### config.mk
export PLATFORM = sky130hd
export DESIGN_NAME = sim_mon_top
export DESIGN_NICKNAME = d
export VERILOG_FILES = /design/src/hdl/sim_mon_pkg.sv /design/src/hdl/write_decoder.sv /design/src/hdl/line_buffer.sv /design/src/hdl/instr_classifier.sv /design/src/hdl/status_regs.sv /design/src/hdl/sim_mon_top.sv
export SDC_FILE = /design/constraint.sdc
export NUM_CORES = 1
export LEC_CHECK = 0
export BUFFER_PORTS_ARGS = -buffer_cell sky130_fd_sc_hd__clkbuf_2
export CORE_MARGIN = 3
export CORE_UTILIZATION = 55
export DETAILED_ROUTE_END_ITERATION = 7
export PLACE_DENSITY = 0.76
export SLEW_MARGIN = 20
export SYNTH_ARGS = -nofsm -noshare
export SYNTH_HDL_FRONTEND = slang
export SYNTH_HIERARCHICAL = 1
export SYNTH_SLANG_ARGS = --single-unit
### constraint.sdc
create_clock -name clk -period 3.5 [get_ports clk]
set_input_delay 0.35 -clock clk [delete_from_list [all_inputs] [get_ports clk]]
set_output_delay 0.35 -clock clk [all_outputs]
set_load 0.02 [all_outputs]
### src/hdl/sim_mon_pkg.sv
// simulation monitor package with snoop addresses, widths, opcodes and the instruction word views
package sim_mon_pkg;

  // axi snoop widths
  localparam int ADDR_W = 32;
  localparam int DATA_W = 32;
  localparam int ID_W   = 2;
  localparam int N_IDS  = 4;

  // per-id console store
  localparam int LINE_DEPTH = 8;
  localparam int PTR_W      = $clog2(LINE_DEPTH);
  // one extra bit so a full store is representable
  localparam int FILL_W     = PTR_W + 1;
  localparam logic [FILL_W-1:0] LINE_FULL = FILL_W'(LINE_DEPTH);

  // monitored addresses
  localparam logic [ADDR_W-1:0] STDERR_ADDR = 32'hFFFF_0000;
  localparam logic [ADDR_W-1:0] STDIO_ADDR  = 32'hFFFF_0004;
  localparam logic [ADDR_W-1:0] EOC_ADDR    = 32'hCC03_0000;

  localparam logic [7:0] CHAR_NEWLINE = 8'd10;

  // counter and timer widths
  localparam int CNT_W  = 8;
  localparam int TIME_W = 32;

  // instruction decode constants
  localparam logic [6:0]  OPC_OPIMM      = 7'h13;
  localparam logic [6:0]  OPC_AMO        = 7'h2F;
  localparam logic [6:0]  OPC_FSYNC      = 7'h5B;
  localparam logic [11:0] SENTINEL_IMM   = 12'h505;
  localparam logic [4:0]  AMO_FUNCT5_ADD = 5'd0;
  localparam logic [2:0]  FUNCT3_WORD    = 3'd2;

  // one instruction word, seen as i-type or as amo
  typedef union packed {
    struct packed {
      logic [11:0] imm;
      logic [4:0]  rs1;
      logic [2:0]  funct3;
      logic [4:0]  rd;
      logic [6:0]  opcode;
    } itype;
    struct packed {
      logic [4:0] funct5;
      logic       aq;
      logic       rl;
      logic [4:0] rs2;
      logic [4:0] rs1;
      logic [2:0] funct3;
      logic [4:0] rd;
      logic [6:0] opcode;
    } amo;
  } instr_word_u;

endpackage

### src/hdl/write_decoder.sv
// write decoder that turns snooped AW/W beats into character, error and exit-code events
`timescale 1ns/1ps

module write_decoder (
  input  logic                             clk,
  input  logic                             reset_i,
  input  logic                             aw_valid_i,
  input  logic [sim_mon_pkg::ADDR_W-1:0]   aw_addr_i,
  input  logic [sim_mon_pkg::ID_W-1:0]     aw_id_i,
  input  logic                             w_valid_i,
  input  logic [sim_mon_pkg::DATA_W-1:0]   w_data_i,
  output logic                             char_valid_o,
  output logic [7:0]                       char_data_o,
  output logic [sim_mon_pkg::ID_W-1:0]     char_id_o,
  output logic                             err_valid_o,
  output logic [7:0]                       err_code_o,
  output logic                             eoc_valid_o,
  output logic [15:0]                      eoc_code_o
);

  logic pend_char, pend_err, pend_eoc, pend_any;
  logic hit_char, hit_err, hit_eoc;
  logic fire_char, fire_err, fire_eoc;
  logic [sim_mon_pkg::ID_W-1:0] pend_id;

  // address match on the aw channel
  assign hit_char = aw_valid_i && (aw_addr_i == sim_mon_pkg::STDIO_ADDR);
  assign hit_err  = aw_valid_i && (aw_addr_i == sim_mon_pkg::STDERR_ADDR);
  assign hit_eoc  = aw_valid_i && (aw_addr_i == sim_mon_pkg::EOC_ADDR);
  assign pend_any = pend_char || pend_err || pend_eoc;

  // a w beat closes an older pending aw first
  // same-cycle aw only counts when nothing is pending
  assign fire_err  = w_valid_i && (pend_err || (!pend_any && hit_err));
  assign fire_eoc  = w_valid_i && !pend_err && (pend_eoc || (!pend_any && hit_eoc));
  assign fire_char = w_valid_i && !pend_err && !pend_eoc &&
                     (pend_char || (!pend_any && hit_char));

  always_ff @(posedge clk) begin
    if (reset_i) begin
      pend_char    <= 1'b0;
      pend_err     <= 1'b0;
      pend_eoc     <= 1'b0;
      pend_id      <= '0;
      char_valid_o <= 1'b0;
      err_valid_o  <= 1'b0;
      eoc_valid_o  <= 1'b0;
      char_data_o  <= '0;
      char_id_o    <= '0;
      err_code_o   <= '0;
      eoc_code_o   <= '0;
    end else begin
      // new aw stays armed unless its own beat came along
      pend_char <= hit_char ? !(fire_char && !pend_char) : (pend_char && !fire_char);
      pend_err  <= hit_err  ? !(fire_err && !pend_err)   : (pend_err && !fire_err);
      pend_eoc  <= hit_eoc  ? !(fire_eoc && !pend_eoc)   : (pend_eoc && !fire_eoc);
      if (hit_char) begin
        pend_id <= aw_id_i;
      end
      // registered event pulses
      char_valid_o <= fire_char;
      err_valid_o  <= fire_err;
      eoc_valid_o  <= fire_eoc;
      char_data_o  <= w_data_i[7:0];
      // id from the latched aw, or the aw of this very cycle
      char_id_o    <= pend_char ? pend_id : aw_id_i;
      err_code_o   <= w_data_i[7:0];
      eoc_code_o   <= w_data_i[15:0];
    end
  end

  // one beat yields one event
  a_one_event: assert property (@(posedge clk) disable iff (reset_i)
    $onehot0({char_valid_o, err_valid_o, eoc_valid_o}));

endmodule

### src/hdl/line_buffer.sv
// console line buffer that stores characters per write id and drains a line on newline
`timescale 1ns/1ps

module line_buffer (
  input  logic                          clk,
  input  logic                          reset_i,
  input  logic                          char_valid_i,
  input  logic [7:0]                    char_data_i,
  input  logic [sim_mon_pkg::ID_W-1:0]  char_id_i,
  output logic                          line_valid_o,
  output logic [7:0]                    line_char_o,
  output logic [sim_mon_pkg::ID_W-1:0]  line_id_o,
  output logic                          overflow_o
);

  // character store, one row per id
  logic [7:0] line_mem [sim_mon_pkg::N_IDS][sim_mon_pkg::LINE_DEPTH];
  logic [sim_mon_pkg::FILL_W-1:0] fill_cnt [sim_mon_pkg::N_IDS];
  logic [sim_mon_pkg::N_IDS-1:0]  flush_req;

  // drain state
  logic                          draining;
  logic [sim_mon_pkg::ID_W-1:0]  drain_id;
  logic [sim_mon_pkg::PTR_W-1:0] drain_ptr;
  logic [sim_mon_pkg::PTR_W-1:0] drain_last;

  logic                          wr_full;
  logic                          last_char;
  logic [sim_mon_pkg::ID_W-1:0]  pick_id;
  logic [sim_mon_pkg::FILL_W-1:0] pick_len_m1;

  assign wr_full     = fill_cnt[char_id_i] == sim_mon_pkg::LINE_FULL;
  assign last_char   = drain_ptr == drain_last;
  assign pick_len_m1 = fill_cnt[pick_id] - 1'b1;

  // lowest queued id wins
  always_comb begin
    pick_id = '0;
    for (int i = sim_mon_pkg::N_IDS - 1; i >= 0; i--) begin
      if (flush_req[i]) begin
        pick_id = i[sim_mon_pkg::ID_W-1:0];
      end
    end
  end

  always_ff @(posedge clk) begin
    if (reset_i) begin
      for (int i = 0; i < sim_mon_pkg::N_IDS; i++) begin
        for (int j = 0; j < sim_mon_pkg::LINE_DEPTH; j++) begin
          line_mem[i][j] <= '0;
        end
      end
    end else if (char_valid_i && !wr_full) begin
      line_mem[char_id_i][fill_cnt[char_id_i][sim_mon_pkg::PTR_W-1:0]] <= char_data_i;
    end
  end

  always_ff @(posedge clk) begin
    if (reset_i) begin
      for (int i = 0; i < sim_mon_pkg::N_IDS; i++) begin
        fill_cnt[i] <= '0;
      end
      flush_req  <= '0;
      draining   <= 1'b0;
      drain_id   <= '0;
      drain_ptr  <= '0;
      drain_last <= '0;
      overflow_o <= 1'b0;
    end else begin
      // full store drops the char
      overflow_o <= char_valid_i && wr_full;
      if (char_valid_i && !wr_full) begin
        fill_cnt[char_id_i] <= fill_cnt[char_id_i] + 1'b1;
      end
      if (draining) begin
        if (last_char) begin
          draining           <= 1'b0;
          fill_cnt[drain_id] <= '0;
        end else begin
          drain_ptr <= drain_ptr + 1'b1;
        end
      end else if (|flush_req) begin
        flush_req[pick_id] <= 1'b0;
        drain_id           <= pick_id;
        drain_ptr          <= '0;
        drain_last         <= pick_len_m1[sim_mon_pkg::PTR_W-1:0];
        // an empty store just retires the request
        draining           <= fill_cnt[pick_id] != '0;
      end
      // newline queues a flush even if it was dropped
      if (char_valid_i && (char_data_i == sim_mon_pkg::CHAR_NEWLINE)) begin
        flush_req[char_id_i] <= 1'b1;
      end
    end
  end

  assign line_valid_o = draining;
  assign line_char_o  = line_mem[drain_id][drain_ptr];
  assign line_id_o    = drain_id;

  // never drain an empty store
  a_drain_nonempty: assert property (@(posedge clk) disable iff (reset_i)
    line_valid_o |-> (fill_cnt[drain_id] != '0));

endmodule

### src/hdl/instr_classifier.sv
// instruction classifier that counts sentinel, amo sync and fsync instructions
`timescale 1ns/1ps

module instr_classifier (
  input  logic                           clk,
  input  logic                           reset_i,
  input  logic                           instr_valid_i,
  input  logic [31:0]                    instr_i,
  output logic [sim_mon_pkg::CNT_W-1:0]  sentinel_count_o,
  output logic [sim_mon_pkg::CNT_W-1:0]  sync_count_o,
  output logic [sim_mon_pkg::CNT_W-1:0]  fsync_count_o,
  output logic                           sentinel_hit_o
);

  sim_mon_pkg::instr_word_u instr_w;
  logic is_sentinel, is_sync, is_fsync;

  assign instr_w = instr_i;

  // addi x0, x0, 0x505
  assign is_sentinel = (instr_w.itype.opcode == sim_mon_pkg::OPC_OPIMM) &&
                       (instr_w.itype.rd == '0) && (instr_w.itype.rs1 == '0) &&
                       (instr_w.itype.funct3 == '0) &&
                       (instr_w.itype.imm == sim_mon_pkg::SENTINEL_IMM);
  // amoadd.w
  assign is_sync = (instr_w.amo.opcode == sim_mon_pkg::OPC_AMO) &&
                   (instr_w.amo.funct5 == sim_mon_pkg::AMO_FUNCT5_ADD) &&
                   (instr_w.amo.funct3 == sim_mon_pkg::FUNCT3_WORD);
  // custom opcode only
  assign is_fsync = instr_w.itype.opcode == sim_mon_pkg::OPC_FSYNC;

  always_ff @(posedge clk) begin
    if (reset_i) begin
      sentinel_count_o <= '0;
      sync_count_o     <= '0;
      fsync_count_o    <= '0;
      sentinel_hit_o   <= 1'b0;
    end else begin
      sentinel_hit_o <= instr_valid_i && is_sentinel;
      // saturating counts
      if (instr_valid_i && is_sentinel && (sentinel_count_o != '1)) begin
        sentinel_count_o <= sentinel_count_o + 1'b1;
      end
      if (instr_valid_i && is_sync && (sync_count_o != '1)) begin
        sync_count_o <= sync_count_o + 1'b1;
      end
      if (instr_valid_i && is_fsync && (fsync_count_o != '1)) begin
        fsync_count_o <= fsync_count_o + 1'b1;
      end
    end
  end

  a_one_class: assert property (@(posedge clk) disable iff (reset_i)
    instr_valid_i |-> $onehot0({is_sentinel, is_sync, is_fsync}));

endmodule

### src/hdl/status_regs.sv
// status registers for error byte, exit code, overflow, cycle timer and sentinel stamp
`timescale 1ns/1ps

module status_regs (
  input  logic                            clk,
  input  logic                            reset_i,
  input  logic                            err_valid_i,
  input  logic [7:0]                      err_code_i,
  input  logic                            eoc_valid_i,
  input  logic [15:0]                     eoc_code_i,
  input  logic                            overflow_i,
  input  logic                            sentinel_hit_i,
  output logic [7:0]                      err_code_o,
  output logic [15:0]                     exit_code_o,
  output logic                            eoc_o,
  output logic                            overflow_o,
  output logic [sim_mon_pkg::TIME_W-1:0]  timer_o,
  output logic [sim_mon_pkg::TIME_W-1:0]  sentinel_time_o
);

  always_ff @(posedge clk) begin
    if (reset_i) begin
      err_code_o      <= '0;
      exit_code_o     <= '0;
      eoc_o           <= 1'b0;
      overflow_o      <= 1'b0;
      timer_o         <= '0;
      sentinel_time_o <= '0;
    end else begin
      // free-running cycle count
      timer_o <= timer_o + 1'b1;
      // last error byte
      if (err_valid_i) begin
        err_code_o <= err_code_i;
      end
      if (eoc_valid_i) begin
        exit_code_o <= eoc_code_i;
      end
      // sticky end of computation
      // a zero code does not count as done
      if (eoc_valid_i && (eoc_code_i != '0)) begin
        eoc_o <= 1'b1;
      end
      // sticky once any char was dropped
      if (overflow_i) begin
        overflow_o <= 1'b1;
      end
      // stamp of the latest sentinel
      if (sentinel_hit_i) begin
        sentinel_time_o <= timer_o;
      end
    end
  end

endmodule

### src/hdl/sim_mon_top.sv
// simulation monitor top level joining the write decoder, line buffer, classifier and status
`timescale 1ns/1ps

module sim_mon_top (
  input  logic                            clk,
  input  logic                            reset_i,
  input  logic                            aw_valid_i,
  input  logic [sim_mon_pkg::ADDR_W-1:0]  aw_addr_i,
  input  logic [sim_mon_pkg::ID_W-1:0]    aw_id_i,
  input  logic                            w_valid_i,
  input  logic [sim_mon_pkg::DATA_W-1:0]  w_data_i,
  input  logic                            instr_valid_i,
  input  logic [31:0]                     instr_i,
  output logic                            line_valid_o,
  output logic [7:0]                      line_char_o,
  output logic [sim_mon_pkg::ID_W-1:0]    line_id_o,
  output logic [sim_mon_pkg::CNT_W-1:0]   sentinel_count_o,
  output logic [sim_mon_pkg::CNT_W-1:0]   sync_count_o,
  output logic [sim_mon_pkg::CNT_W-1:0]   fsync_count_o,
  output logic [7:0]                      err_code_o,
  output logic [15:0]                     exit_code_o,
  output logic                            eoc_o,
  output logic                            overflow_o,
  output logic [sim_mon_pkg::TIME_W-1:0]  timer_o,
  output logic [sim_mon_pkg::TIME_W-1:0]  sentinel_time_o
);

  // decoder to line buffer
  logic                         char_valid;
  logic [7:0]                   char_data;
  logic [sim_mon_pkg::ID_W-1:0] char_id;
  // decoder to status
  logic                         err_valid;
  logic [7:0]                   err_code;
  logic                         eoc_valid;
  logic [15:0]                  eoc_code;
  logic                         overflow;
  logic                         sentinel_hit;

  write_decoder write_decoder_inst (
    .clk          (clk),
    .reset_i      (reset_i),
    .aw_valid_i   (aw_valid_i),
    .aw_addr_i    (aw_addr_i),
    .aw_id_i      (aw_id_i),
    .w_valid_i    (w_valid_i),
    .w_data_i     (w_data_i),
    .char_valid_o (char_valid),
    .char_data_o  (char_data),
    .char_id_o    (char_id),
    .err_valid_o  (err_valid),
    .err_code_o   (err_code),
    .eoc_valid_o  (eoc_valid),
    .eoc_code_o   (eoc_code)
  );

  line_buffer line_buffer_inst (
    .clk          (clk),
    .reset_i      (reset_i),
    .char_valid_i (char_valid),
    .char_data_i  (char_data),
    .char_id_i    (char_id),
    .line_valid_o (line_valid_o),
    .line_char_o  (line_char_o),
    .line_id_o    (line_id_o),
    .overflow_o   (overflow)
  );

  instr_classifier instr_classifier_inst (
    .clk              (clk),
    .reset_i          (reset_i),
    .instr_valid_i    (instr_valid_i),
    .instr_i          (instr_i),
    .sentinel_count_o (sentinel_count_o),
    .sync_count_o     (sync_count_o),
    .fsync_count_o    (fsync_count_o),
    .sentinel_hit_o   (sentinel_hit)
  );

  status_regs status_regs_inst (
    .clk             (clk),
    .reset_i         (reset_i),
    .err_valid_i     (err_valid),
    .err_code_i      (err_code),
    .eoc_valid_i     (eoc_valid),
    .eoc_code_i      (eoc_code),
    .overflow_i      (overflow),
    .sentinel_hit_i  (sentinel_hit),
    .err_code_o      (err_code_o),
    .exit_code_o     (exit_code_o),
    .eoc_o           (eoc_o),
    .overflow_o      (overflow_o),
    .timer_o         (timer_o),
    .sentinel_time_o (sentinel_time_o)
  );

endmodule

==> summary.md <==
The fraction of layout cells with a size suffix above 1 is 24.80%. Entering global routing, the biggest net connects 62 pins. The layout-stage area growth over the synthesis result was 16.22%; the cell depth of the worst min-delay path was 2.

The path with the worst hold slack has its endpoint at write_decoder_inst/err_code_o[1]. The average size of a mapped cell came out at 11.73 sq um. The root buffer cell chosen for the clock tree is clkbuf_16.

The tools report the launch point of the worst reg-to-reg path as write_decoder_inst/char_id_o[0]. In this run the power spent charging and discharging nets is 0.002269 W. The worst reg-to-reg path cell count was 9. The most instantiated flip-flop cell in the synthesis netlist was edfxtp_1. Number of buffers inserted by post-CTS setup repair: 0. Clock skew on the completed layout was measured at 0.01940 ns. The count of antenna diodes in the layout is 0, and the number of enable flip-flop cells after synthesis is 256. The worst setup path is of the reg -> out kind. The first global-routing pass estimated 76370 um of wire. In this run, post-CTS hold repair placed 9 buffers. The worst hold-check path type was in -> reg. Post-synthesis cell count: 1628.

The tools report the total routing usage reported by global routing as 26.79%. The floorplan step defined a core boundary enclosing 33870 sq um. Derived from the worst setup path, the maximum achievable clock frequency is 303.9 MHz. The number of buffers added by the clock tree synthesis step is 43. The tools report the number of endpoints with negative hold slack in the final report as 0. The clock network fraction of total power was 44.3%; the worst setup timing slack at the placement stage was 0.4796 ns. The portion of the clock cycle consumed by the worst path in the final layout is 94.01%. The internal portion of the total power is 0.008465 W.

The flow ran to the end, and the final reports show no timing, DRC or antenna violations. Synthesis instantiated 68 different standard cells from the library. Setup violations remaining at the end of the flow were counted as 0. The synthesized netlist occupies a cell area of 19090 sq um. Fill cells in the final layout number 2514. At the pin with the least slew margin, the transition time is 1.049 ns.

The tools report the share of synthesized area occupied by flip-flops and latches as 58.40%. The tools report the depth of the CTS H-tree as 2. The tools report the number of warning messages in the yosys log as 6.

Synthesized netlist net count: 1739. Counting along the longest clock path gives a buffer depth of 3. The max-slew headroom at the worst pin came out at 29.97%.

The tools report the worst min-delay path startpoint as w_data_i[1]. The number of gates resized after CTS was 0. TritonCTS built the clock tree. The number of violations of the max-capacitance limit is 0. The DRC violations left was 0. The highest-delay cell along the critical path was mux4_2.

Row generation in the floorplan step produced 67 rows. STA classifies the critical path startpoint as a flip-flop. The initial antenna violation count came out at 0. Before antenna repair, the detailed router went through 6 iterations.

For this design the top-level I/O count stands at 228. The signal on the critical path passes through buf_12 > mux4_2 > mux4_2 > mux2_2 > clkbuf_2. After detailed routing, the average wire length per cell comes to 21.17 um. Of the post-synthesis cell area, the dominant cell type holds 40.26%.

Wire length reported by the detailed router: 48940 um. Setup repair after global routing left no endpoint under its margin. After detailed routing, the number of vias per cell comes to 5.933. The count of buffers inserted at the top-level ports was 211. The count of nets left with antenna violations after detail routing is 0. The capture instance of the worst register-to-register path was line_buffer_inst/line_mem[0][10]. The register-to-register setup slack is 0.46 ns. For the worst setup path, the data arrival time is 2.94 ns. Of the total power, registers draw 51.8%. Power per unit of standard cell area: 483.7 nW/um^2. The tools report the leakage component of the power as 7.576 nW. Dominant cell type by count on the critical path: mux4_2.

The final layout contains 1941 nets. The floorplan die width was 192.3 um; the area taken by flip-flops and latches was 11160 sq um. At the worst endpoint, the required time is 3.15 ns.

Counting flops with an async set or reset pin after synthesis yields a share of 0%. The tools report the part of the power in combinational logic as 3.9%. Sorting the synthesized cells by area gives the leading types as edfxtp_1 (40%), dfxtp_1 (18%), mux4_2 (9.9%), nor2_1 (7.6%), mux2i_1 (3.4%). The floorplan step defined a die boundary enclosing 36990 sq um. The multi-input combinational cells in the finished layout cover a total of 7241 sq um. The run gives 32440 um as the HPWL after detailed placement. The clock input transition at the sequential cells of the worst setup and hold paths is 0.06 ns. The post-layout minimum cycle time is 3.290 ns, and the worst stage delay on the critical path is 0.59 ns. The element type at the critical path end is a primary output. Of all nets on the critical path, the largest fanout is 26. The number of pins with negative max-slew slack in the final report is 0, and the number of vias in the routed layout is 13710. Summed over all instances, the cell type with the most area after synthesis is edfxtp_1. The initial utilization of the core area, before any placement, comes to 56.38%. The die is 192.3 um tall. For the final worst setup slack, the log shows 0.2096 ns. The number of DRC markers after the initial detailed-route iteration was 1317. After global routing the overflow that remains totals 0.

The run gives 0.9173 as the placer congestion estimate. In this run, synthesis produced a sequential element count of 429. The run gives 13680 as the via count of the first global-routing pass.

The insertion delay of the later-clocked pin in the worst-skew pair was 0.56 ns; the clock sink count was 429. The peak supply drop is 419.7 uV, and the setup TNS is 0 ns. The switching share of power was 21.14%.
synthesized netlist by cell type (8+ instances only):
| cell type | n |
|---|---|
| buf_2 | 30 |
| inv_1 | 19 |
| nor2_1 | 389 |
| or3_1 | 12 |
| and3_1 | 8 |
| nand3_1 | 40 |
| a21oi_1 | 49 |
| nand2b_1 | 8 |
| nor3_1 | 18 |
| edfxtp_1 | 256 |
| o31ai_1 | 9 |
| nor3b_1 | 8 |
| buf_1 | 16 |
| a21o_1 | 14 |
| xnor2_1 | 23 |
| buf_6 | 9 |
| o21ai_0 | 35 |
| nor4_1 | 24 |
| clkbuf_1 | 50 |
| dfxtp_1 | 173 |
| nor2b_1 | 28 |
| mux2i_1 | 64 |
| mux2_2 | 11 |
| ha_1 | 8 |
| o21ai_1 | 9 |
| nand2_1 | 115 |
| buf_4 | 17 |
| mux4_2 | 84 |
| nand4_1 | 18 |
flip-flops by register name, indices dropped and copies added (netlist names), 3 cells and up, named ones only:
| register | count |
|---|---|
| instr_classifier_inst/fsync_count_o | 8 |
| instr_classifier_inst/sentinel_count_o | 8 |
| instr_classifier_inst/sync_count_o | 8 |
| line_buffer_inst/drain_last | 3 |
| line_buffer_inst/drain_ptr | 3 |
| line_buffer_inst/fill_cnt | 16 |
| line_buffer_inst/flush_req | 4 |
| line_buffer_inst/line_mem | 256 |
| status_regs_inst/err_code_o | 8 |
| status_regs_inst/exit_code_o | 16 |
| status_regs_inst/sentinel_time_o | 32 |
| status_regs_inst/timer_o | 32 |
| write_decoder_inst/eoc_code_o | 9 |
| write_decoder_inst/err_code_o | 7 |
worst max path at each step:
stage / from / endpoint / depth (start not counted)
after floorplan: write_decoder_inst/char_id_o[1] / line_buffer_inst/line_mem[3][0] / 9
after global placement: write_decoder_inst/char_id_o[0] / line_buffer_inst/line_mem[0][13] / 9
after detailed placement: write_decoder_inst/char_id_o[0] / line_buffer_inst/line_mem[0][14] / 9
after CTS: flip-flop / line_char_o[3] / 5
after global routing: flip-flop / line_char_o[3] / 5
final: flip-flop / line_char_o[3] / 5
cell usage in the layout (no fill, tap or decap), drive strengths merged, types with 9 or more instances in the layout:
cell	instances
nor2	389
nor2b	28
nor4	28
a21oi	49
inv	21
nand3	41
dfxtp	173
nand4	21
nand2	121
buf	60
mux2i	65
edfxtp	256
clkinv	13
nor3	18
xnor2	23
dlygate4sd3	9
or3	13
o21ai	44
mux2	11
mux4	84
clkbuf	266
a21o	14
o31ai	9
power groups by stage:
stage	registers (W)	logic [W]	clock network, W
after floorplan	0.00563	0.000235	0
after global placement	0.00565	0.000392	0
after detailed placement	0.00567	0.000400	0
after CTS	0.00556	0.000411	0.00480
after global routing	0.00558	0.000440	0.00501
final	0.00556	0.000416	0.00475
per-stage QoR:
step                cell area, sq um  total power [W]  utilization [%]  cells  hold WS [ns]
CTS                            22190          0.01078            65.52   2311      0.002580
global route                   22190          0.01103            65.52   2311       0.01263
global placement               20640         0.006046            60.94   2224        0.4266
floorplan                      19090         0.005868                -   1628        0.4114
finish                         22190          0.01073            65.52   2311       0.02020
detailed placement             20640         0.006070            60.94   2224        0.4471
per-layer routing:
layer	wire, um	global-route usage [%]	part of all wire [%]
met2	23930	43.83	49
met1	18540	35.37	38
met5	0	0	0
met3	4934	6.249	10
met4	1536	9.470	3.1
critical path: cells and delay by family, from the launching register on:
kind / cells / cell delay [ns]
buffers and inverters: 2 / 0.45
flip-flops: 1 / 0.50
multiplexers: 3 / 1.42
final cells by class:
class | count | area share [%]
Tap cell | 448 | 2.526
Inverter | 20 | 0.3383
Clock inverter | 22 | 1.336
Clock buffer | 56 | 5.250
Sequential cell | 429 | 50.28
Multi-Input combinational cell | 1057 | 32.63
Timing Repair Buffer | 279 | 7.640
cells by family after synthesis:
| group | Yosys count | synth area share [%] |
|---|---|---|
| xor+xnor | 30 | 1.376 |
| simple gates | 713 | 17.27 |
| buf+inv | 142 | 3.676 |
| compound gates | 146 | 4.764 |
| mux | 160 | 13.98 |
| flops | 429 | 58.40 |
| fa+ha+maj | 8 | 0.5243 |
No activity file was read; power rests on OpenSTA's default activity.
